### src/common/eth_pkg.sv
/* Ethernet, ARP, IPv4 and ICMP constants, packet type enums
   and the echo descriptor passed from icmp_rx to icmp_tx */
package eth_pkg;

  // Ethertypes --------------------
  localparam logic [15:0] ETH_TYPE_ARP  = 16'h0806;
  localparam logic [15:0] ETH_TYPE_IPV4 = 16'h0800;

  // Framing --------------------
  localparam logic [7:0] ETH_PRE = 8'h55;   // Preamble byte
  localparam logic [7:0] ETH_SFD = 8'hd5;   // Start of frame delimiter
  localparam int PREAMBLE_LEN  = 8;         // Incl. SFD
  localparam int MIN_FRAME_LEN = 60;        // No FCS, zero padded
  localparam int IFG_CYCLES    = 12;

  // Header lengths in bytes
  localparam int ETH_HDR_LEN  = 14;
  localparam int ARP_LEN      = 28;
  localparam int IP_HDR_LEN   = 20;
  localparam int ICMP_HDR_LEN = 4;          // Type, code, checksum

  localparam logic [7:0] IP_VER_IHL    = 8'h45;  // IPv4, 5 words
  localparam logic [7:0] IP_PROTO_ICMP = 8'd1;

  typedef enum logic [15:0] {arp_request = 16'd1, arp_reply = 16'd2} arp_oper_e;
  typedef enum logic [7:0]  {echo_reply = 8'd0, echo_request = 8'd8} icmp_type_e;

  // Echo request fields needed for the reply
  typedef struct packed {
    logic [47:0] peer_mac;
    logic [31:0] peer_ip;
    logic [15:0] ip_id;
    logic [7:0]  ip_ttl;
    logic [15:0] ip_csum;
    logic [15:0] icmp_csum;
    logic [15:0] payload_len;               // Identifier, sequence and data
  } echo_info_t;

endpackage

### src/hdl/icmp/icmp_rx.sv
/* IPv4 ICMP echo request parser
   Payload into the FIFO, descriptor to icmp_tx on acceptance */
module icmp_rx #(
  parameter logic [47:0] BOARD_MAC  = 48'h00_11_22_33_44_55,
  parameter logic [31:0] BOARD_IP   = {8'd192, 8'd168, 8'd1, 8'd10},
  parameter int          FIFO_DEPTH = 2048
) (
  input  logic                gmii_rx_clk,
  input  logic                arst_n,
  input  logic                gmii_rx_dv,
  input  logic [7:0]          gmii_rxd,
  input  logic                echo_ack,
  output logic                echo_req,
  output eth_pkg::echo_info_t echo_info,
  output logic                fifo_wr_en,
  output logic [7:0]          fifo_wr_data,
  output logic                fifo_flush
);

  typedef enum logic [2:0] {st_idle, st_preamble, st_header, st_payload, st_drop} rx_state_e;

  rx_state_e   state;
  logic [15:0] cnt;      // Header index, then payload count
  logic [47:0] sh;
  logic [47:0] cur;
  logic        ok;       // Address, IHL, protocol and type checks

  assign cur          = {sh[39:0], gmii_rxd};
  assign fifo_wr_en   = (state == st_payload) && gmii_rx_dv;
  assign fifo_wr_data = gmii_rxd;

  always_ff @(posedge gmii_rx_clk or negedge arst_n) begin
    if (!arst_n) begin
      state      <= st_idle;
      cnt        <= '0;
      ok         <= 1'b0;
      echo_req   <= 1'b0;
      fifo_flush <= 1'b0;
    end else begin
      fifo_flush <= 1'b0;
      if (echo_req && echo_ack)
        echo_req <= 1'b0;
      case (state)
        st_idle:
          if (gmii_rx_dv) begin
            // One echo in flight, later requests dropped
            if (gmii_rxd == eth_pkg::ETH_PRE && !echo_req && !echo_ack)
              state <= st_preamble;
            else
              state <= st_drop;
          end
        st_preamble: begin
          cnt <= '0;
          if (!gmii_rx_dv)
            state <= st_idle;
          else if (gmii_rxd == eth_pkg::ETH_SFD)
            state <= st_header;
          else if (gmii_rxd != eth_pkg::ETH_PRE)
            state <= st_drop;
        end
        st_header: begin
          cnt <= cnt + 16'd1;
          if (!gmii_rx_dv) begin
            state <= st_idle;
          end else begin
            case (cnt)
              16'd5:  ok <= (cur == BOARD_MAC) || (&cur);
              16'd13: if (cur[15:0] != eth_pkg::ETH_TYPE_IPV4) state <= st_drop;
              16'd14: ok <= ok && (gmii_rxd == eth_pkg::IP_VER_IHL);
              16'd23: ok <= ok && (gmii_rxd == eth_pkg::IP_PROTO_ICMP);
              16'd33: ok <= ok && (cur[31:0] == BOARD_IP);
              16'd34: ok <= ok && (gmii_rxd == eth_pkg::echo_request);
              16'd37: begin
                cnt <= '0;
                // Payload must fit the FIFO
                if (echo_info.payload_len != '0 && echo_info.payload_len <= FIFO_DEPTH)
                  state <= st_payload;
                else
                  state <= st_drop;
              end
              default: ;
            endcase
          end
        end
        st_payload:
          if (!gmii_rx_dv) begin
            fifo_flush <= 1'b1;                            // Truncated frame
            state      <= st_idle;
          end else if (cnt == echo_info.payload_len - 16'd1) begin
            state <= st_drop;                              // Skip padding
            if (ok)
              echo_req <= 1'b1;
            else
              fifo_flush <= 1'b1;
          end else begin
            cnt <= cnt + 16'd1;
          end
        default:
          if (!gmii_rx_dv) state <= st_idle;
      endcase
    end
  end

  // Descriptor capture, idle while echo_req is high
  always_ff @(posedge gmii_rx_clk) begin
    if (gmii_rx_dv)
      sh <= cur;
    if (state == st_header && gmii_rx_dv) begin
      case (cnt)
        16'd11: echo_info.peer_mac <= cur;
        16'd17: echo_info.payload_len <=
                  cur[15:0] - 16'(eth_pkg::IP_HDR_LEN + eth_pkg::ICMP_HDR_LEN);
        16'd19: echo_info.ip_id <= cur[15:0];
        16'd22: echo_info.ip_ttl <= gmii_rxd;
        16'd25: echo_info.ip_csum <= cur[15:0];
        16'd29: echo_info.peer_ip <= cur[31:0];
        16'd37: echo_info.icmp_csum <= cur[15:0];
        default: ;
      endcase
    end
  end

endmodule

### config.mk
export PLATFORM = sky130hd
export DESIGN_NAME = icmp_rx
export DESIGN_NICKNAME = d
export VERILOG_FILES = /design/src/common/eth_pkg.sv /design/src/hdl/icmp/icmp_rx.sv
export SDC_FILE = /design/constraint.sdc
export NUM_CORES = 1
export LEC_CHECK = 0
export ABC_AREA = 1
export BUFFER_PORTS_ARGS = -buffer_cell sky130_fd_sc_hd__buf_2
export CORE_ASPECT_RATIO = 0.6
export CORE_MARGIN = 1
export CORE_UTILIZATION = 47
export DETAILED_ROUTE_END_ITERATION = 16
export PLACE_DENSITY = 0.69
export REMOVE_ABC_BUFFERS = 1
export SLEW_MARGIN = 20
export SYNTH_ARGS = -nofsm -noshare
export SYNTH_HDL_FRONTEND = slang
export SYNTH_SLANG_ARGS = --single-unit
### constraint.sdc
create_clock -name gmii_rx_clk -period 6.2 [get_ports gmii_rx_clk]
set_input_delay 0.31 -clock gmii_rx_clk [delete_from_list [all_inputs] [get_ports gmii_rx_clk]]
set_output_delay 0.31 -clock gmii_rx_clk [all_outputs]
set_load 0.005 [all_outputs]
==> flow_summary.ini <==
[drt]
drt_iter0_markers = 816
vias_per_cell = 5.41
ant_nets = 0
vias = 6419
drt_pass1_iterations = 8
drc_errors = 0
drt-total-wl_um = 23200
routedWlPerCell_um = 19.6

[critical_path]
slowest_stage = nor2_2
r2r_end = echo_info[67]
critPathBufInv = 1
cp.required_ns = 6.31
r2r_cells = 5
cp_slowest_stage_delay_ns = 0.85
crit_chain = nor3_1, inv_1, nor2_1, nand4_1, nor2_2
setup.worst_path.end_class = flop
rr_startpoint = state[2]
cp-startpoint = state[2]
reg2reg_slack_ns = 3.29
critPathMaxFanout = 16
startpoint_type = flop
crit_type = flop to flop
crit_family = simple AND/OR/NAND/NOR gates
worstPathArrival_ns = 3.02

[yosys]
yosysSeqAreaShare_pct = 70.2
synth_edf_count = 192
synthFlopType = edfxtp_1
syn_avg_cell_area_um2 = 12.0
ys_ff_latch = 214
yosysWarningCount = 0
async_flop_share_pct = 10.3
yosysUniqueCellTypes = 41
syn_area_mm2 = 0.00900
synthCells = 753

[clocking]
cts.clk_slew.worst_paths_ns = 0.07
cts.sinks = 214
htreeDepth = 1
cts_tree = built
root_buffer = clkbuf_16
cts_inserted_buffers = 20
clock_path_buffers = 3
clk_latency_ns = 0.49
post-cts-setup-buffers = 0
cts.repair.resized = 0

[power]
p_leak_nw = 4.26
ir_drop_v = 0.000203
power_density_mw_per_mm2 = 273

[sta]
drv_slew = 0
worst_pin_slew_ns = 1.01
tns_ns = 0
rsz0062_at_grt = no
clock_skew_ns = 0.00805
hold_violations = 0
period_minus_slack_ns = 2.91
timing.fmax_mhz = 343
setup_viol = 0
timing.final.crit_share_pct = 47.0
relSlewSlack_pct = 32.8

[layout]
finalInstanceArea_mm2 = 0.0108
most-common-layout-cells = edfxtp_1, buf_2, nand2_1, inv_1, nor2_1
layout_commonest_cell = edfxtp_1
syn2layout_area_growth_pct = 19.9
fin_nets = 949
diodes = 0
multi_input_area_mm2 = 0.00232
drive_gt1_share_pct = 25.2
final_cells = 1186
fillCellCount = 1512
regArea_mm2 = 0.00632

[min_path]
hold_start = echo_ack
hold_depth = 2
min_to = echo_req
hp-class = input port to flop

[placed_design]
post_dp_cell_area_mm2 = 0.0101
place_congestion = 0.941
place_inst = 1149
io_buffers = 174
dp_hpwl_um = 16900

[floorplanning]
die_w_um = 181
rows = 38
start_util_pct = 48.9
die_h_um = 109
ios = 175
die-area_mm2 = 0.0197
core_area_mm2 = 0.0184

[run]
drv_cap = 0

[grt]
grt_max_degree = 49
grt_pass1_wl_um = 34800
track_usage_pct = 23.8
antenna_found_initial = 0
grt-ovfl-total = 0
grt_pass1_vias = 5793

[outcome]
outcome = completed
[final cells by class]
| class | count | area share, % |
|---|---|---|
| clock inverters | 13 | 1.14 |
| flip-flops and latches | 214 | 58.5 |
| multi-input cells | 441 | 21.5 |
| repair buffers | 180 | 8.51 |
| well taps | 240 | 2.78 |
| inverters | 75 | 2.61 |
| clock buffers | 23 | 4.94 |
[kinds of logic after synthesis]
logic type | Yosys count | synth area share (%)
AOI/OAI and AO/OA | 34 | 2.34
xor gates and xnor gates | 35 | 3.41
adders and majority gates | 5 | 0.695
buffers and inverters | 98 | 4.62
DFF | 214 | 70.2
and+or+nand+nor | 367 | 18.8
[worst max-delay path by stage]
stage / endpoint / slack, ns / cells after the start
finish: echo_info[67] / 3.29 / 5
detailed placement: echo_info[7] / 2.94 / 6
CTS: echo_info[48] / 3.23 / 5
global route: echo_info[61] / 3.10 / 5
floorplan: echo_info[104] / 1.18 / 5
global placement: echo_info[5] / 3.01 / 6
[synth_stat cells, types with 2 or more instances]
library cell	count	area share, %
a21oi_1	15	0.83
a311oi_1	2	0.19
buf_2	7	0.39
buf_4	8	0.67
clkbuf_1	6	0.25
dfrtp_1	22	6.1
edfxtp_1	192	64
ha_1	5	0.70
inv_1	71	3.0
inv_2	3	0.13
nand2_1	159	6.6
nand2_2	3	0.21
nand3_1	61	3.4
nand3b_1	3	0.25
nand4_1	22	1.5
nor2_1	67	2.8
nor2_2	3	0.21
nor2_4	4	0.50
nor3_1	19	1.1
nor4_1	17	1.2
o21ai_0	7	0.39
o22ai_1	3	0.21
or2_2	3	0.21
xnor2_1	8	0.78
xor2_1	27	2.6
[metal layers]
layer	part of all wire, %	wire (um)	track usage, %	vias up
met2	38	8860	31.4	387
li1	-	-	-	2974
met4	1.3	295	3.91	0
met5	0	0	0	-
met1	48	11200	38.1	3036
met3	12	2870	7.08	22
[stage by stage]
stage	power [mW]	worst slack [ns]	hold slack [ns]	util, %
floorplan	1.69	1.18	0.0144	-
global placement	1.74	3.01	0.314	55.0
detailed placement	1.74	2.94	0.310	55.0
CTS	2.96	3.23	0.0159	58.6
global route	3.03	3.10	0.0104	58.7
finish	2.94	3.29	0.0215	58.7
[state kept, by name, summed over array words and instances (netlist names)]
name        flops
cnt            16
echo_info     152
echo_req        1
fifo_flush      1
ok              1
sh             40
state           3
[what timing repair did]
action                     CTS  global route
hold buffers                 1             0
hold endpoints to repair    22             0
setup endpoints to repair    0             0
[report_power, final]
| group | switching [mW] | internal [mW] | leakage [nW] |
|---|---|---|---|
| logic | 0.0557 | 0.0229 | 1.88 |
| clock network | 0.519 | 0.705 | 0.320 |
| registers | 0.0383 | 1.60 | 2.06 |
No activity file was read; power rests on OpenSTA's default activity.
