File: src/common/eth_pkg.sv
/* Ethernet, ARP, IPv4 and ICMP constants, packet type enums
   and the echo descriptor passed from icmp_rx to icmp_tx */
package eth_pkg;

  // Ethertypes --------------------
  localparam logic [15:0] ETH_TYPE_ARP  = 16'h0806;
  localparam logic [15:0] ETH_TYPE_IPV4 = 16'h0800;

  // Framing --------------------
  localparam logic [7:0] ETH_PRE = 8'h55;   // Preamble byte
  localparam logic [7:0] ETH_SFD = 8'hd5;   // Start of frame delimiter
  localparam int PREAMBLE_LEN  = 8;         // Incl. SFD
  localparam int MIN_FRAME_LEN = 60;        // No FCS, zero padded
  localparam int IFG_CYCLES    = 12;

  // Header lengths in bytes
  localparam int ETH_HDR_LEN  = 14;
  localparam int ARP_LEN      = 28;
  localparam int IP_HDR_LEN   = 20;
  localparam int ICMP_HDR_LEN = 4;          // Type, code, checksum

  localparam logic [7:0] IP_VER_IHL    = 8'h45;  // IPv4, 5 words
  localparam logic [7:0] IP_PROTO_ICMP = 8'd1;

  typedef enum logic [15:0] {arp_request = 16'd1, arp_reply = 16'd2} arp_oper_e;
  typedef enum logic [7:0]  {echo_reply = 8'd0, echo_request = 8'd8} icmp_type_e;

  // Echo request fields needed for the reply
  typedef struct packed {
    logic [47:0] peer_mac;
    logic [31:0] peer_ip;
    logic [15:0] ip_id;
    logic [7:0]  ip_ttl;
    logic [15:0] ip_csum;
    logic [15:0] icmp_csum;
    logic [15:0] payload_len;               // Identifier, sequence and data
  } echo_info_t;

endpackage

File: src/common/eth_tx_if.sv
/* Frame source to transmit arbiter link, four-phase req/ack
   plus the GMII byte stream of the granted frame */
interface eth_tx_if;

  logic       req;     // Frame ready
  logic       ack;     // Grant from arbiter
  logic       tx_en;   // Byte valid
  logic [7:0] txd;

  modport source (
    output req, tx_en, txd,
    input  ack
  );

  modport arbiter (
    input  req, tx_en, txd,
    output ack
  );

endinterface

File: src/hdl/arp/arp_responder.sv
/* ARP request parser and ARP reply transmitter
   Answers requests for BOARD_IP, one reply in flight */
module arp_responder #(
  parameter logic [47:0] BOARD_MAC = 48'h00_11_22_33_44_55,
  parameter logic [31:0] BOARD_IP  = {8'd192, 8'd168, 8'd1, 8'd10}
) (
  input  logic       gmii_rx_clk,
  input  logic       arst_n,
  input  logic       gmii_rx_dv,
  input  logic [7:0] gmii_rxd,
  eth_tx_if.source   tx
);

  localparam int ARP_PAD  = eth_pkg::MIN_FRAME_LEN - eth_pkg::ETH_HDR_LEN - eth_pkg::ARP_LEN;
  localparam int TX_BYTES = eth_pkg::PREAMBLE_LEN + eth_pkg::MIN_FRAME_LEN;

  typedef enum logic [2:0] {st_idle, st_preamble, st_header, st_body, st_done} rx_state_e;

  rx_state_e             state;
  logic [5:0]            rx_cnt;     // Byte index after SFD
  logic [47:0]           sh;         // Previous bytes
  logic [47:0]           cur;        // Previous bytes plus current one
  logic                  ok;         // Checks passed so far
  logic                  accept;
  logic [47:0]           peer_mac;
  logic [31:0]           peer_ip;
  logic                  sending;
  logic [6:0]            tx_cnt;
  logic [TX_BYTES*8-1:0] frame;      // Shifted out MSB first
  logic [TX_BYTES*8-1:0] reply;

  assign cur = {sh[39:0], gmii_rxd};

  // Last byte of target IP, all checks done
  assign accept = (state == st_body) && gmii_rx_dv && (rx_cnt == 6'd41) && ok &&
                  (cur[31:0] == BOARD_IP);

  // Receive --------------------
  always_ff @(posedge gmii_rx_clk or negedge arst_n) begin
    if (!arst_n) begin
      state  <= st_idle;
      rx_cnt <= '0;
      ok     <= 1'b0;
    end else begin
      case (state)
        st_idle:
          if (gmii_rx_dv) begin
            // Busy with a reply, drop whole frame
            if (gmii_rxd == eth_pkg::ETH_PRE && !tx.req && !tx.ack)
              state <= st_preamble;
            else
              state <= st_done;
          end
        st_preamble: begin
          rx_cnt <= '0;
          if (!gmii_rx_dv)
            state <= st_idle;
          else if (gmii_rxd == eth_pkg::ETH_SFD)
            state <= st_header;
          else if (gmii_rxd != eth_pkg::ETH_PRE)
            state <= st_done;
        end
        st_header, st_body: begin
          rx_cnt <= rx_cnt + 6'd1;
          if (!gmii_rx_dv) begin
            state <= st_idle;                                   // Runt
          end else begin
            case (rx_cnt)
              6'd5:  ok <= (cur == BOARD_MAC) || (&cur);         // Unicast or broadcast
              6'd13: state <= (cur[15:0] == eth_pkg::ETH_TYPE_ARP) ? st_body : st_done;
              6'd21: ok <= ok && (cur[15:0] == eth_pkg::arp_request);
              6'd41: state <= st_done;
              default: ;
            endcase
          end
        end
        default:
          if (!gmii_rx_dv) state <= st_idle;                   // Wait end of frame
      endcase
    end
  end

  // Sender fields, stable while a reply is pending
  always_ff @(posedge gmii_rx_clk) begin
    if (gmii_rx_dv)
      sh <= cur;
    if (state == st_body && rx_cnt == 6'd27)
      peer_mac <= cur;
    if (state == st_body && rx_cnt == 6'd31)
      peer_ip <= cur[31:0];
  end

  // Transmit --------------------
  assign reply = {{(eth_pkg::PREAMBLE_LEN - 1){eth_pkg::ETH_PRE}}, eth_pkg::ETH_SFD,
                  peer_mac, BOARD_MAC, eth_pkg::ETH_TYPE_ARP,
                  16'h0001, eth_pkg::ETH_TYPE_IPV4, 8'd6, 8'd4,  // Ethernet, IPv4 sizes
                  eth_pkg::arp_reply, BOARD_MAC, BOARD_IP, peer_mac, peer_ip,
                  {(ARP_PAD * 8){1'b0}}};

  always_ff @(posedge gmii_rx_clk) begin
    if (sending)
      frame <= frame << 8;
    else
      frame <= reply;                                          // Loaded on grant
  end

  always_ff @(posedge gmii_rx_clk or negedge arst_n) begin
    if (!arst_n) begin
      tx.req  <= 1'b0;
      sending <= 1'b0;
      tx_cnt  <= '0;
    end else if (sending) begin
      tx_cnt <= tx_cnt + 7'd1;
      if (tx_cnt == 7'(TX_BYTES - 1)) begin
        sending <= 1'b0;
        tx.req  <= 1'b0;                                       // Cycle after last byte
      end
    end else if (tx.req && tx.ack) begin
      sending <= 1'b1;
      tx_cnt  <= '0;
    end else if (accept) begin
      tx.req <= 1'b1;
    end
  end

  assign tx.tx_en = sending;
  assign tx.txd   = frame[TX_BYTES*8-1 -: 8];

endmodule

File: src/flat_wrapper.sv
// flat-port wrapper written by rule: the top's interface ports become plain ports
module arp_responder_flat 
#(
  parameter logic [47:0] BOARD_MAC = 48'h00_11_22_33_44_55,
  parameter logic [31:0] BOARD_IP  = {8'd192, 8'd168, 8'd1, 8'd10}
)
  (gmii_rx_clk, arst_n, gmii_rx_dv, gmii_rxd, tx_req, tx_tx_en, tx_txd, tx_ack);
  eth_tx_if tx_i ();
  input  logic gmii_rx_clk;
  input  logic arst_n;
  input  logic gmii_rx_dv;
  input  logic [7:0] gmii_rxd;
  output wire logic [$bits(tx_i.req)-1:0] tx_req;
  output wire logic [$bits(tx_i.tx_en)-1:0] tx_tx_en;
  output wire logic [$bits(tx_i.txd)-1:0] tx_txd;
  input wire logic [$bits(tx_i.ack)-1:0] tx_ack;
  assign tx_req = tx_i.req;
  assign tx_tx_en = tx_i.tx_en;
  assign tx_txd = tx_i.txd;
  assign tx_i.ack = tx_ack;
  arp_responder #(.BOARD_MAC(BOARD_MAC), .BOARD_IP(BOARD_IP)) u_core (.gmii_rx_clk(gmii_rx_clk), .arst_n(arst_n), .gmii_rx_dv(gmii_rx_dv), .gmii_rxd(gmii_rxd), .tx(tx_i));
endmodule
File: config.mk
export PLATFORM = sky130hd
export DESIGN_NAME = arp_responder_flat
export DESIGN_NICKNAME = d
export VERILOG_FILES = /design/src/common/eth_pkg.sv /design/src/common/eth_tx_if.sv /design/src/hdl/arp/arp_responder.sv /design/src/flat_wrapper.sv
export SDC_FILE = /design/constraint.sdc
export NUM_CORES = 1
export LEC_CHECK = 0
export BUFFER_PORTS_ARGS = -buffer_cell sky130_fd_sc_hd__buf_2
export CAP_MARGIN = 20
export CORE_MARGIN = 4
export CORE_UTILIZATION = 45
export CTS_CLUSTER_DIAMETER = 40
export DETAILED_ROUTE_END_ITERATION = 8
export GPL_TIMING_DRIVEN = 0
export PLACE_DENSITY_LB_ADDON = 0.2
export SYNTH_ARGS = -nofsm -noshare
export SYNTH_HDL_FRONTEND = slang
export SYNTH_SLANG_ARGS = --single-unit
File: constraint.sdc
create_clock -name gmii_rx_clk -period 7.55 [get_ports gmii_rx_clk]
set_clock_uncertainty 0.2 [all_clocks]
set_input_delay 0.755 -clock gmii_rx_clk [delete_from_list [all_inputs] [get_ports gmii_rx_clk]]
set_output_delay 0.755 -clock gmii_rx_clk [all_outputs]
set_load 0.02 [all_outputs]
==> metrics.csv <==
stage,metric,value,unit
clock_tree,Clock Pin Slew Worst Setup and Hold Paths,0.06,ns
global_route,vias in the first global route,8335,
status,outcome,"finished, final reports clean",
sta,RSZ-0062 raised after global routing,false,
worst_setup_path,critical path class,flip-flop to flip-flop,
detailed_routing,WL final,28460,um
synth,XOR/XNOR Fraction of Synth Area,0.1087,%
synth,"FFs w/ async S/R, synth",3.525,%
detailed_routing,post-DR wirelength/cell,15.12,um
clock_tree,clock buffer depth,3,
synth,synthesized net count,1296,
cells_and_area,Fillers,3035,
worst_setup_path,Critical Path Source,u_core.tx.tx_en$_DFF_PN0_,
sta,fin. max-slew vios,0,
detailed_routing,Via density,4.549,
sta,Total Neg Setup Slack,0,ns
worst_hold_path,worst hold path type,flip-flop to flip-flop,
synth,"EDFF count, synth",120,
global_route,gr usage total,15.00,%
clock_tree,clk root buf,clkbuf_16,
floorplanning,Starting Density,45.42,%
worst_hold_path,hold path startpoint,u_core.frame[247]$_SDFF_PN1_,
global_route,largest net degree at the start of global routing,42,
global_route,global-route wire length before repair,45600,um
placement,Place WS,4.484,ns
sta,worst slew pin tran,1.048,ns
detailed_routing,Via Count,8561,
clock_tree,clock sink total,539,
cells_and_area,nets,1386,
sta,"Hold Vio Cnt, Final",0,
global_route,Congestion Overflow GR,0,
cells_and_area,register area,0.01209,mm2
floorplanning,DIE AREA,0.03891,mm2
clock_tree,total CTS buffers,59,
power_and_ir_drop,Worst VDD drop,0.2245,mV
sta,Final period util,35.99,%
synth,Synth warnings,0,
synth,post-synthesis adder-cell area fraction,0.2329,%
cells_and_area,final core utilization,53.51,%
clock_tree,PostCTS Resize Cnt,0,
synth,register area share after synthesis,74.99,%
detailed_routing,DRC errors left,0,
detailed_routing,Initial DRT Pass Iterations,5,
floorplanning,top-level port count,22,
sta,Final setup viols,0,
synth,most frequent cell after synthesis,dfxtp_1,
clock_tree,worst-skew pair later-pin latency,0.61,ns
synth,Synth Area in Compound Gates,1.242,%
worst_setup_path,r2r startpoint,u_core.tx.tx_en$_DFF_PN0_,
power_and_ir_drop,power consumption,0.008103,W
placement,routability cong.,0.7936,
synth,synthesized instance count,1281,
worst_setup_path,Worst setup EP type,flip-flop,
synth,#FFs+latches synth,539,
synth,distinct cell type count after synthesis,44,
synth,commonest cells in the synthesized netlist,"dfxtp_1 (400), nand2_1 (254), and2_1 (196)",
floorplanning,Die Ht,197.3,um
worst_setup_path,CP startpoint kind,flip-flop,
sta,crit path time final,2.717,ns
power_and_ir_drop,Pwr per Cell Area,426.8,mW/mm2
cells_and_area,Inserted Diodes,0,
sta,Max Fclk,368.0,MHz
sta,Slew headroom,30.14,%
floorplanning,Core Area,0.03548,mm2
clock_tree,CTS tree,built,
detailed_routing,Iter 0 DRT Violations,447,
floorplanning,Core Rows,69,
cells_and_area,footprint of the multi-input gates,0.003755,mm2
synth,largest area contributor in the synthesized netlist,dfxtp_1,
worst_setup_path,Crit Path Max Fanout,10,
synth,Syn Area/Cell,12.58,um2
worst_setup_path,Worst Path Required,7.90,ns
synth,largest family of logic cells by synthesized area,simple AND/OR/NAND/NOR gates,
worst_setup_path,WP data arrival,3.06,ns
cells_and_area,area delta synth->final,17.82,%
placement,HPWL Detailed,18390,um
detailed_routing,Routed Antenna Nets,0,
synth,top_reg_cell synth,dfxtp_1,
placement,PortBufs,21,
run,max-cap violations,0,
floorplanning,die width,197.3,um
synth,Yosys top cell area share,49.69,%
clock_tree,htree depth,2,
synth,Simple-Gate Fraction of Synth Area,19.98,%
synth,proportion of synthesized area in mux cells,1.677,%
synth,mapped cell area,0.01612,mm2
synth,synth top area cells,"dfxtp_1 (50%), edfxtp_1 (22%), and2_1 (7.6%)",
power_and_ir_drop,leak pwr,8.008,nW
global_route,initial antenna violation count,0,
cells_and_area,layout cells sized above 1,11.89,%
sta,post-route setup slack,4.833,ns
[timing repair]
action | CTS | global route
hold endpoints to repair | 19 | 0
hold buffers | 1 | 0
setup buffers | 0 | 0
[cells by family after synthesis]
logic type / Yosys count
muxes: 24
AOI/OAI and AO/OA: 30
buffers and inverters: 65
xor gates and xnor gates: 2
adders and majority gates: 3
DFF: 539
and+or+nand+nor: 618
[sequential cells by signal, indices dropped and copies added, names as in the netlist, 3 cells and up]
signal,count
u_core.frame,400
u_core.peer_mac,48
u_core.sh,40
u_core.peer_ip,32
u_core.tx_cnt,7
u_core.rx_cnt,6
u_core.state,3
[power breakdown]
part	internal (W)	leakage, nW	switching (W)	total (W)
Clock	0.00178	1.02	0.00117	0.00295
Combinational	0.000547	2.35	0.000559	0.00111
Sequential	0.00381	4.64	0.000237	0.00404
[critical path: stages (launching register included)]
cell	delay, ns
dfrtp_1	0.38
clkbuf_1	0.40
clkbuf_1	0.65
clkbuf_1	0.67
nand2_1	0.23
nand2_1	0.12
[per-layer routing]
| metal | GRT usage (%) | part of all wire [%] | routed length [um] |
|---|---|---|---|
| met1 | 20.52 | 46 | 13160 |
| met2 | 23.85 | 47 | 13290 |
| met3 | 3.684 | 4.9 | 1391 |
| met4 | 4.597 | 2.2 | 614 |
| met5 | 0 | 0 | 0 |
[area by class of cell]
cell class              instances  share of cell area (%)
plain buffers                  62                   1.443
well taps                     461                   3.038
multi-input cells             677                   19.77
repair buffers                 29                   1.002
flip-flops and latches        539                   63.65
clock inverters                31                   2.306
clock buffers                  80                   8.724
inverters                       3                 0.05930
[cells in the final DEF, fill, tap and decap left out, types with 6 or more instances in the layout]
cell | Yosys | layout
clkbuf_8 | 0 | 8
mux2_2 | 24 | 24
and2_1 | 196 | 196
nand3_1 | 17 | 17
clkbuf_1 | 50 | 62
nor4_1 | 13 | 13
buf_6 | 0 | 6
buf_2 | 0 | 21
dfxtp_1 | 400 | 400
nor3_1 | 10 | 8
nand2b_1 | 79 | 79
nor2_1 | 9 | 9
nor2b_1 | 10 | 10
a21oi_1 | 7 | 7
edfxtp_1 | 120 | 120
clkbuf_16 | 0 | 60
nand2_1 | 254 | 254
bufinv_16 | 0 | 6
nand4_1 | 14 | 14
dfrtp_1 | 19 | 19
o21ai_0 | 9 | 9
buf_4 | 9 | 10
[through the flow]
| stage | cell area (um2) | instances | hold slack, ns |
|---|---|---|---|
| final | 18990 | 1882 | 0.1971 |
| after global routing | 18990 | 1882 | 0.1981 |
| after global placement | 16800 | 1763 | 0.1874 |
| after detailed placement | 16880 | 1770 | 0.1909 |
| after floorplan | 16120 | 1281 | 0.1863 |
| after CTS | 18990 | 1882 | 0.1734 |
[worst paths after layout]
path	end	slack, ns	cells after the start
max in group asynchronous	u_core.rx_cnt[3]$_DFFE_PN0N_	6.40	2
worst min-delay path	u_core.frame[255]$_SDFF_PN1_	0.20	1
worst max-delay path	u_core.frame[439]$_DFF_P_	4.83	5
worst min register to register	u_core.frame[255]$_SDFF_PN1_	0.20	1
worst max register to register	u_core.frame[439]$_DFF_P_	4.83	5
min in group asynchronous	u_core.rx_cnt[0]$_DFFE_PN0N_	0.43	2
Power figures use the tool's default switching activity.
