`config.mk`:
```
export PLATFORM = sky130hd
export DESIGN_NAME = icmp_tx_flat
export DESIGN_NICKNAME = d
export VERILOG_FILES = /design/src/common/eth_pkg.sv /design/src/common/eth_tx_if.sv /design/src/hdl/icmp/icmp_tx.sv /design/src/flat_wrapper.sv
export SDC_FILE = /design/constraint.sdc
export NUM_CORES = 1
export LEC_CHECK = 0
export BUFFER_PORTS_ARGS = -buffer_cell sky130_fd_sc_hd__buf_2
export CAP_MARGIN = 20
export CELL_PAD_IN_SITES_DETAIL_PLACEMENT = 1
export CELL_PAD_IN_SITES_GLOBAL_PLACEMENT = 2
export CORE_UTILIZATION = 38
export CTS_CLUSTER_SIZE = 12
export DETAILED_ROUTE_END_ITERATION = 8
export PLACE_DENSITY_LB_ADDON = 0.12
export SETUP_SLACK_MARGIN = 0.4
export SLEW_MARGIN = 0
export SYNTH_ARGS = -nofsm -noshare
export SYNTH_HDL_FRONTEND = slang
export SYNTH_SLANG_ARGS = --single-unit
```
`constraint.sdc`:
```
create_clock -name gmii_rx_clk -period 5.6 [get_ports gmii_rx_clk]
set_input_delay 0.56 -clock gmii_rx_clk [delete_from_list [all_inputs] [get_ports gmii_rx_clk]]
set_output_delay 0.56 -clock gmii_rx_clk [all_outputs]
set_load 0.01 [all_outputs]
```
`src/common/eth_pkg.sv`:
```
/* Ethernet, ARP, IPv4 and ICMP constants, packet type enums
   and the echo descriptor passed from icmp_rx to icmp_tx */
package eth_pkg;

  // Ethertypes --------------------
  localparam logic [15:0] ETH_TYPE_ARP  = 16'h0806;
  localparam logic [15:0] ETH_TYPE_IPV4 = 16'h0800;

  // Framing --------------------
  localparam logic [7:0] ETH_PRE = 8'h55;   // Preamble byte
  localparam logic [7:0] ETH_SFD = 8'hd5;   // Start of frame delimiter
  localparam int PREAMBLE_LEN  = 8;         // Incl. SFD
  localparam int MIN_FRAME_LEN = 60;        // No FCS, zero padded
  localparam int IFG_CYCLES    = 12;

  // Header lengths in bytes
  localparam int ETH_HDR_LEN  = 14;
  localparam int ARP_LEN      = 28;
  localparam int IP_HDR_LEN   = 20;
  localparam int ICMP_HDR_LEN = 4;          // Type, code, checksum

  localparam logic [7:0] IP_VER_IHL    = 8'h45;  // IPv4, 5 words
  localparam logic [7:0] IP_PROTO_ICMP = 8'd1;

  typedef enum logic [15:0] {arp_request = 16'd1, arp_reply = 16'd2} arp_oper_e;
  typedef enum logic [7:0]  {echo_reply = 8'd0, echo_request = 8'd8} icmp_type_e;

  // Echo request fields needed for the reply
  typedef struct packed {
    logic [47:0] peer_mac;
    logic [31:0] peer_ip;
    logic [15:0] ip_id;
    logic [7:0]  ip_ttl;
    logic [15:0] ip_csum;
    logic [15:0] icmp_csum;
    logic [15:0] payload_len;               // Identifier, sequence and data
  } echo_info_t;

endpackage

```
`src/common/eth_tx_if.sv`:
```
/* Frame source to transmit arbiter link, four-phase req/ack
   plus the GMII byte stream of the granted frame */
interface eth_tx_if;

  logic       req;     // Frame ready
  logic       ack;     // Grant from arbiter
  logic       tx_en;   // Byte valid
  logic [7:0] txd;

  modport source (
    output req, tx_en, txd,
    input  ack
  );

  modport arbiter (
    input  req, tx_en, txd,
    output ack
  );

endinterface

```
`src/hdl/icmp/icmp_tx.sv`:
```
/* ICMP echo reply transmitter
   Header from the descriptor, payload read back from the FIFO */
module icmp_tx #(
  parameter logic [47:0] BOARD_MAC = 48'h00_11_22_33_44_55,
  parameter logic [31:0] BOARD_IP  = {8'd192, 8'd168, 8'd1, 8'd10}
) (
  input  logic                gmii_rx_clk,
  input  logic                arst_n,
  input  logic                echo_req,
  input  eth_pkg::echo_info_t echo_info,
  input  logic [7:0]          fifo_rd_data,
  output logic                echo_ack,
  output logic                fifo_rd_en,
  eth_tx_if.source            tx
);

  localparam int HDR_BYTES = eth_pkg::PREAMBLE_LEN + eth_pkg::ETH_HDR_LEN +
                             eth_pkg::IP_HDR_LEN + eth_pkg::ICMP_HDR_LEN;
  localparam int MIN_BYTES = eth_pkg::PREAMBLE_LEN + eth_pkg::MIN_FRAME_LEN;

  typedef enum logic [2:0] {st_idle, st_grant, st_header, st_payload, st_pad, st_done}
    tx_state_e;

  tx_state_e              state;
  logic [15:0]            cnt;        // Byte index on the wire
  logic [15:0]            pay_end;    // First byte after payload
  logic [15:0]            total_len;  // IP total length
  logic [16:0]            csum_sum;
  logic [15:0]            icmp_csum;
  logic [HDR_BYTES*8-1:0] hdr;        // Zeros shift in, giving the padding
  logic [HDR_BYTES*8-1:0] hdr_init;

  assign pay_end   = 16'(HDR_BYTES) + echo_info.payload_len;
  assign total_len = 16'(eth_pkg::IP_HDR_LEN + eth_pkg::ICMP_HDR_LEN) + echo_info.payload_len;

  // Type 8 to 0 adds 0x0800 to the checksum, end-around carry
  assign csum_sum  = {1'b0, echo_info.icmp_csum} + 17'h0_0800;
  assign icmp_csum = csum_sum[15:0] + 16'(csum_sum[16]);

  // Addresses swapped, TOS and flags zero
  assign hdr_init = {{(eth_pkg::PREAMBLE_LEN - 1){eth_pkg::ETH_PRE}}, eth_pkg::ETH_SFD,
                     echo_info.peer_mac, BOARD_MAC, eth_pkg::ETH_TYPE_IPV4,
                     eth_pkg::IP_VER_IHL, 8'h00, total_len, echo_info.ip_id, 16'h0000,
                     echo_info.ip_ttl, eth_pkg::IP_PROTO_ICMP, echo_info.ip_csum,
                     BOARD_IP, echo_info.peer_ip,
                     eth_pkg::echo_reply, 8'h00, icmp_csum};

  always_ff @(posedge gmii_rx_clk) begin
    if (state == st_grant)
      hdr <= hdr_init;
    else
      hdr <= hdr << 8;
  end

  // Frame sequencer --------------------
  always_ff @(posedge gmii_rx_clk or negedge arst_n) begin
    if (!arst_n) begin
      state    <= st_idle;
      cnt      <= '0;
      tx.req   <= 1'b0;
      echo_ack <= 1'b0;
    end else begin
      cnt <= cnt + 16'd1;
      case (state)
        st_idle:
          if (echo_req && !tx.ack) begin                   // Previous ack seen low
            tx.req <= 1'b1;
            state  <= st_grant;
          end
        st_grant:
          if (tx.ack) begin
            cnt   <= '0;
            state <= st_header;
          end
        st_header:
          if (cnt == 16'(HDR_BYTES - 1))
            state <= st_payload;
        st_payload:
          if (cnt == pay_end - 16'd1) begin
            if (pay_end < 16'(MIN_BYTES)) begin
              state <= st_pad;
            end else begin
              tx.req   <= 1'b0;
              echo_ack <= 1'b1;
              state    <= st_done;
            end
          end
        st_pad:
          if (cnt == 16'(MIN_BYTES - 1)) begin
            tx.req   <= 1'b0;
            echo_ack <= 1'b1;                              // Whole reply sent
            state    <= st_done;
          end
        default:
          if (!echo_req) begin
            echo_ack <= 1'b0;
            state    <= st_idle;
          end
      endcase
    end
  end

  // Read one cycle ahead of the payload byte
  assign fifo_rd_en = (state == st_header && cnt == 16'(HDR_BYTES - 1)) ||
                      (state == st_payload && cnt != pay_end - 16'd1);

  assign tx.tx_en = (state == st_header) || (state == st_payload) || (state == st_pad);
  assign tx.txd   = (state == st_payload) ? fifo_rd_data : hdr[HDR_BYTES*8-1 -: 8];

endmodule

```
`src/flat_wrapper.sv`:
```
// flat-port wrapper written by rule: the top's interface ports become plain ports
module icmp_tx_flat 
#(
  parameter logic [47:0] BOARD_MAC = 48'h00_11_22_33_44_55,
  parameter logic [31:0] BOARD_IP  = {8'd192, 8'd168, 8'd1, 8'd10}
)
  (gmii_rx_clk, arst_n, echo_req, echo_info, fifo_rd_data, echo_ack, fifo_rd_en, tx_req, tx_tx_en, tx_txd, tx_ack);
  eth_tx_if tx_i ();
  input  logic gmii_rx_clk;
  input  logic arst_n;
  input  logic echo_req;
  input  eth_pkg::echo_info_t echo_info;
  input  logic [7:0] fifo_rd_data;
  output logic echo_ack;
  output logic fifo_rd_en;
  output wire logic [$bits(tx_i.req)-1:0] tx_req;
  output wire logic [$bits(tx_i.tx_en)-1:0] tx_tx_en;
  output wire logic [$bits(tx_i.txd)-1:0] tx_txd;
  input wire logic [$bits(tx_i.ack)-1:0] tx_ack;
  assign tx_req = tx_i.req;
  assign tx_tx_en = tx_i.tx_en;
  assign tx_txd = tx_i.txd;
  assign tx_i.ack = tx_ack;
  icmp_tx #(.BOARD_MAC(BOARD_MAC), .BOARD_IP(BOARD_IP)) u_core (.gmii_rx_clk(gmii_rx_clk), .arst_n(arst_n), .echo_req(echo_req), .echo_info(echo_info), .fifo_rd_data(fifo_rd_data), .echo_ack(echo_ack), .fifo_rd_en(fifo_rd_en), .tx(tx_i));
endmodule
```
==> flow_summary.rst <==
.. list-table::
   :header-rows: 1

   * - Metric
     - Value
   * - Top post-synthesis cells by area
     - dfxtp_1 (55%), nand2_1 (12%), and2_1 (7.6%)
   * - Worst Setup Path Type
     - input port to output pin
   * - Number of ports placed on the die boundary
     - roughly 180
   * - Type of destination of the critical path
     - output pin
   * - Chip Width
     - ~190 um
   * - Number of global-route vias before repair
     - 9363
   * - Asr flop ratio synth
     - 0.05398
   * - Area growth syn-to-layout
     - 19.35%
   * - CTS tree
     - yes
   * - Root buffer cell
     - clkbuf_16
   * - Post-detailed-route count of antenna-violating nets
     - 0
   * - CP Buf/Inv Count
     - 2
   * - Wire length of the first global-routing pass
     - 47490 um
   * - Total Neg Setup Slack
     - 0 ns
   * - Pin count of the biggest net entering global routing
     - 89
   * - Die height
     - between 150 and 200 um
   * - Series of cell instances along the critical path
     - buf_2 > o31a_1 > or3_1 > a211o_1 > a211oi_4 > nand3_1 > o311a_1 > o31ai_2 > and3_1 > nor2_1 > buf_2
   * - Worst slew margin
     - 0.3634
   * - #FFs+latches synth
     - roughly 400
   * - Starting density of the core
     - 0.3854
   * - Buffers inserted during post-CTS setup optimization
     - 0
   * - Max-cap viol count
     - 0
   * - DRC violation count after routing
     - 0
   * - Worst-path fanout max
     - 8
   * - Beginning of the worst register-to-register path
     - u_core.cnt[11]
   * - Total core area
     - 0.03446 mm2
   * - Via/cell ratio
     - 4.519
   * - Count of routing violations after the opening detailed-route iteration
     - 347
   * - Worst hold slack across all endpoints
     - 0.002553 ns
   * - Total half-perimeter wirelength after legalization and detailed placement
     - 20060 um
   * - Post-Syn Nets
     - 1583
   * - Final WS setup
     - 1.455 ns
   * - Clock input transition at the sequential cells of the worst setup and hold paths
     - roughly 0.060 ns
   * - Leading cell type in the layout, fill and taps excluded
     - nand2_1
   * - Vias post-DR
     - 9227
   * - Slowest stage delay, CP
     - 0.44 ns
   * - Fraction of synthesized cell area taken by the top area cell type
     - 0.5547
   * - Critical Path RT
     - between 5 and 6 ns
   * - Critical Path Slowest Stage Cell
     - a211oi_4
   * - Number of max-slew violations in the final report
     - 0
   * - Number of fill cells in the layout
     - 4012
   * - Average instance area after synthesis
     - 9.440 um2
   * - Dominant register cell in the synthesized netlist
     - dfxtp_1
   * - Kind of cell with the highest combined delay on the critical path
     - compound AO/OA/AOI/OAI gates
   * - Clk sink count
     - 389
   * - Setup slack of the worst register-to-register path
     - 2.58 ns
   * - Longest Clk Path Bufs
     - 3
   * - Post-DR wirelength/cell
     - ~14 um
   * - Total congestion overflow after global routing
     - 0
   * - DP Area
     - 0.01450 mm2
   * - Length in cells of the worst reg-to-reg path
     - 7
   * - Power density over cell area
     - 394.8 mW/mm2
   * - Nets
     - 1734
   * - Type of element launching the critical path
     - input port
   * - Post-synthesis sequential area ratio
     - 0.5943
   * - Hold-fix buffer count after cts
     - 0
   * - Terminus of the critical flop-to-flop path
     - u_core.state[0]
   * - Port Buffer Count
     - 175
   * - Largest area contributor in the netlist
     - dfxtp_1
   * - Post-layout min period
     - roughly 4.1 ns
   * - Summed instance area of the synthesized netlist
     - ~0.013 mm2
   * - Post-route clock period utilization
     - 0.7402
   * - Total CTS buffers
     - 42
   * - Status
     - complete, no violations
   * - Setup Viol. Count Final
     - 0
   * - Die ar.
     - 0.03570 mm2
   * - Worst-margin pin slew
     - 0.9527 ns
   * - Cell with the most instances on the worst path
     - buf_2
   * - Maximum clock skew at final layout
     - ~0.012 ns
   * - Share of final-layout standard cells stronger than drive strength 1
     - 0.1639
   * - Length of the first detailed-routing pass in iterations
     - 4
   * - All-layer global routing usage
     - 0.1646
   * - Setup repair after global routing missed its margin
     - false
   * - Number of cell rows
     - 68
   * - Worst slack after detailed placement
     - around 1.4 ns
   * - Total Routed Length
     - 29290 um
   * - Yosys synthesis warning count
     - 0
   * - CTS-repair resized insts
     - 0
   * - Hold Path Class
     - input port to async pin
   * - Leakage component of the power
     - 7.342 nW
   * - Arrival time of the worst setup path
     - 3.58 ns
   * - Worst vdd rail ir drop
     - between 0.2 and 0.25 mV
   * - FMAX
     - 0.2413 GHz
   * - Most used cells in the layout excluding fill and tap cells
     - nand2_1 (416), dfxtp_1 (368), buf_2 (175)
   * - Routability cong.
     - between 0.7 and 0.8
   * - Number of antenna violations at the first check in global routing
     - 1
   * - Final non-filler cell area
     - roughly 0.016 mm2
   * - Count of distinct cell types in the synthesized netlist
     - 54
   * - Number of synthesized flops with an enable pin
     - 0
   * - Skew-Pair Late Insertion Delay
     - 0.53 ns
   * - Number of standard cells after synthesis
     - 1407
   * - Max H-tree Level
     - 2
   * - Number of hold violations in the final report
     - 0
## synth_stat cells, types with 3 or more instances
cell type and instances:
nand3b_1 3, clkbuf_1 71, nand4_1 12, and4_1 9, nor2_1 39, mux2i_1 3, nor4_1 3, inv_1 8
o21ai_0 36, mux2_2 11, ha_1 12, or2_2 3, or3_1 7, nand2b_1 64, nor2b_1 5, or4_1 3
buf_2 3, dfxtp_1 368, a21oi_1 11, o211ai_1 3, a21o_1 4, and2_1 162, nand2_1 416, xnor2_1 38
nor3_1 6, dfrtp_1 21, xor2_1 29, and3_1 9, nand3_1 17
## worst max-delay path by stage
stage                 startpoint    endpoint  slack [ns]  cells after the start
floorplan           echo_info[3]  fifo_rd_en        2.10                      9
finish              echo_info[3]  fifo_rd_en        1.46                     11
global route        echo_info[1]  fifo_rd_en        1.20                     13
detailed placement  echo_info[3]  fifo_rd_en        1.44                     11
CTS                 echo_info[3]  fifo_rd_en        1.43                     11
global placement    echo_info[3]  fifo_rd_en        1.47                     11
## per-layer routing
layer / GRT usage / vias to the layer above / wire [um]
li1: - / 4729 / -
met1: 0.2160 / 4309 / 13970
met2: 0.2767 / 153 / 13600
met3: 0.03114 / 34 / 1224
met4: 0.04342 / 2 / 477
met5: 0 / - / 13
## logic make-up (layout without fill, tap and decap cells)
family	Yosys count	count (layout)	synth area share
compound gates	77	77	0.03721
xor+xnor	68	68	0.04588
fa+ha+maj	12	12	0.01130
buf+inv	82	261	0.02346
flops	389	389	0.5943
mux	14	14	0.01159
other cells	0	1	0
simple gates	765	765	0.2763
## flip-flops by register name, indices dropped and copies added, names as in the netlist
| register | cells |
|---|---|
| u_core.echo_ack | 1 |
| u_core.state | 3 |
| u_core.hdr | 368 |
| u_core.tx.req | 1 |
| u_core.cnt | 16 |
## area by class of cell
type / count / area [um2] / share of cell area
inverter: 8 / 30.03 / 0.001894
antenna: 1 / 2.502 / 0.0001579
tap: 455 / 569.3 / 0.03591
sequential: 389 / 7893 / 0.4979
multi-input combinational: 936 / 5087 / 0.3209
clock buffer: 64 / 1236 / 0.07799
timing repair buffer: 181 / 920.9 / 0.05809
clock inverter: 8 / 112.6 / 0.007104
## power by group
| group | switching [mW] | internal, mW |
|---|---|---|
| clock | 1.07 | 1.61 |
| combinational | 0.217 | 0.251 |
| sequential | 0.116 | 2.99 |
## stage by stage
| step | power, mW | cells | utilization |
|---|---|---|---|
| 6_report | 6.257 | 2042 | 0.4600 |
| 3_5_place_dp | 3.643 | 1969 | 0.4208 |
| 4_1_cts | 6.355 | 2041 | 0.4599 |
| 5_1_grt | 6.545 | 2041 | 0.4599 |
| 2_1_floorplan | 3.439 | 1407 | - |
| 3_3_place_gp | 3.621 | 1969 | 0.4208 |
Note: power is estimated with default switching activity, not from simulation.
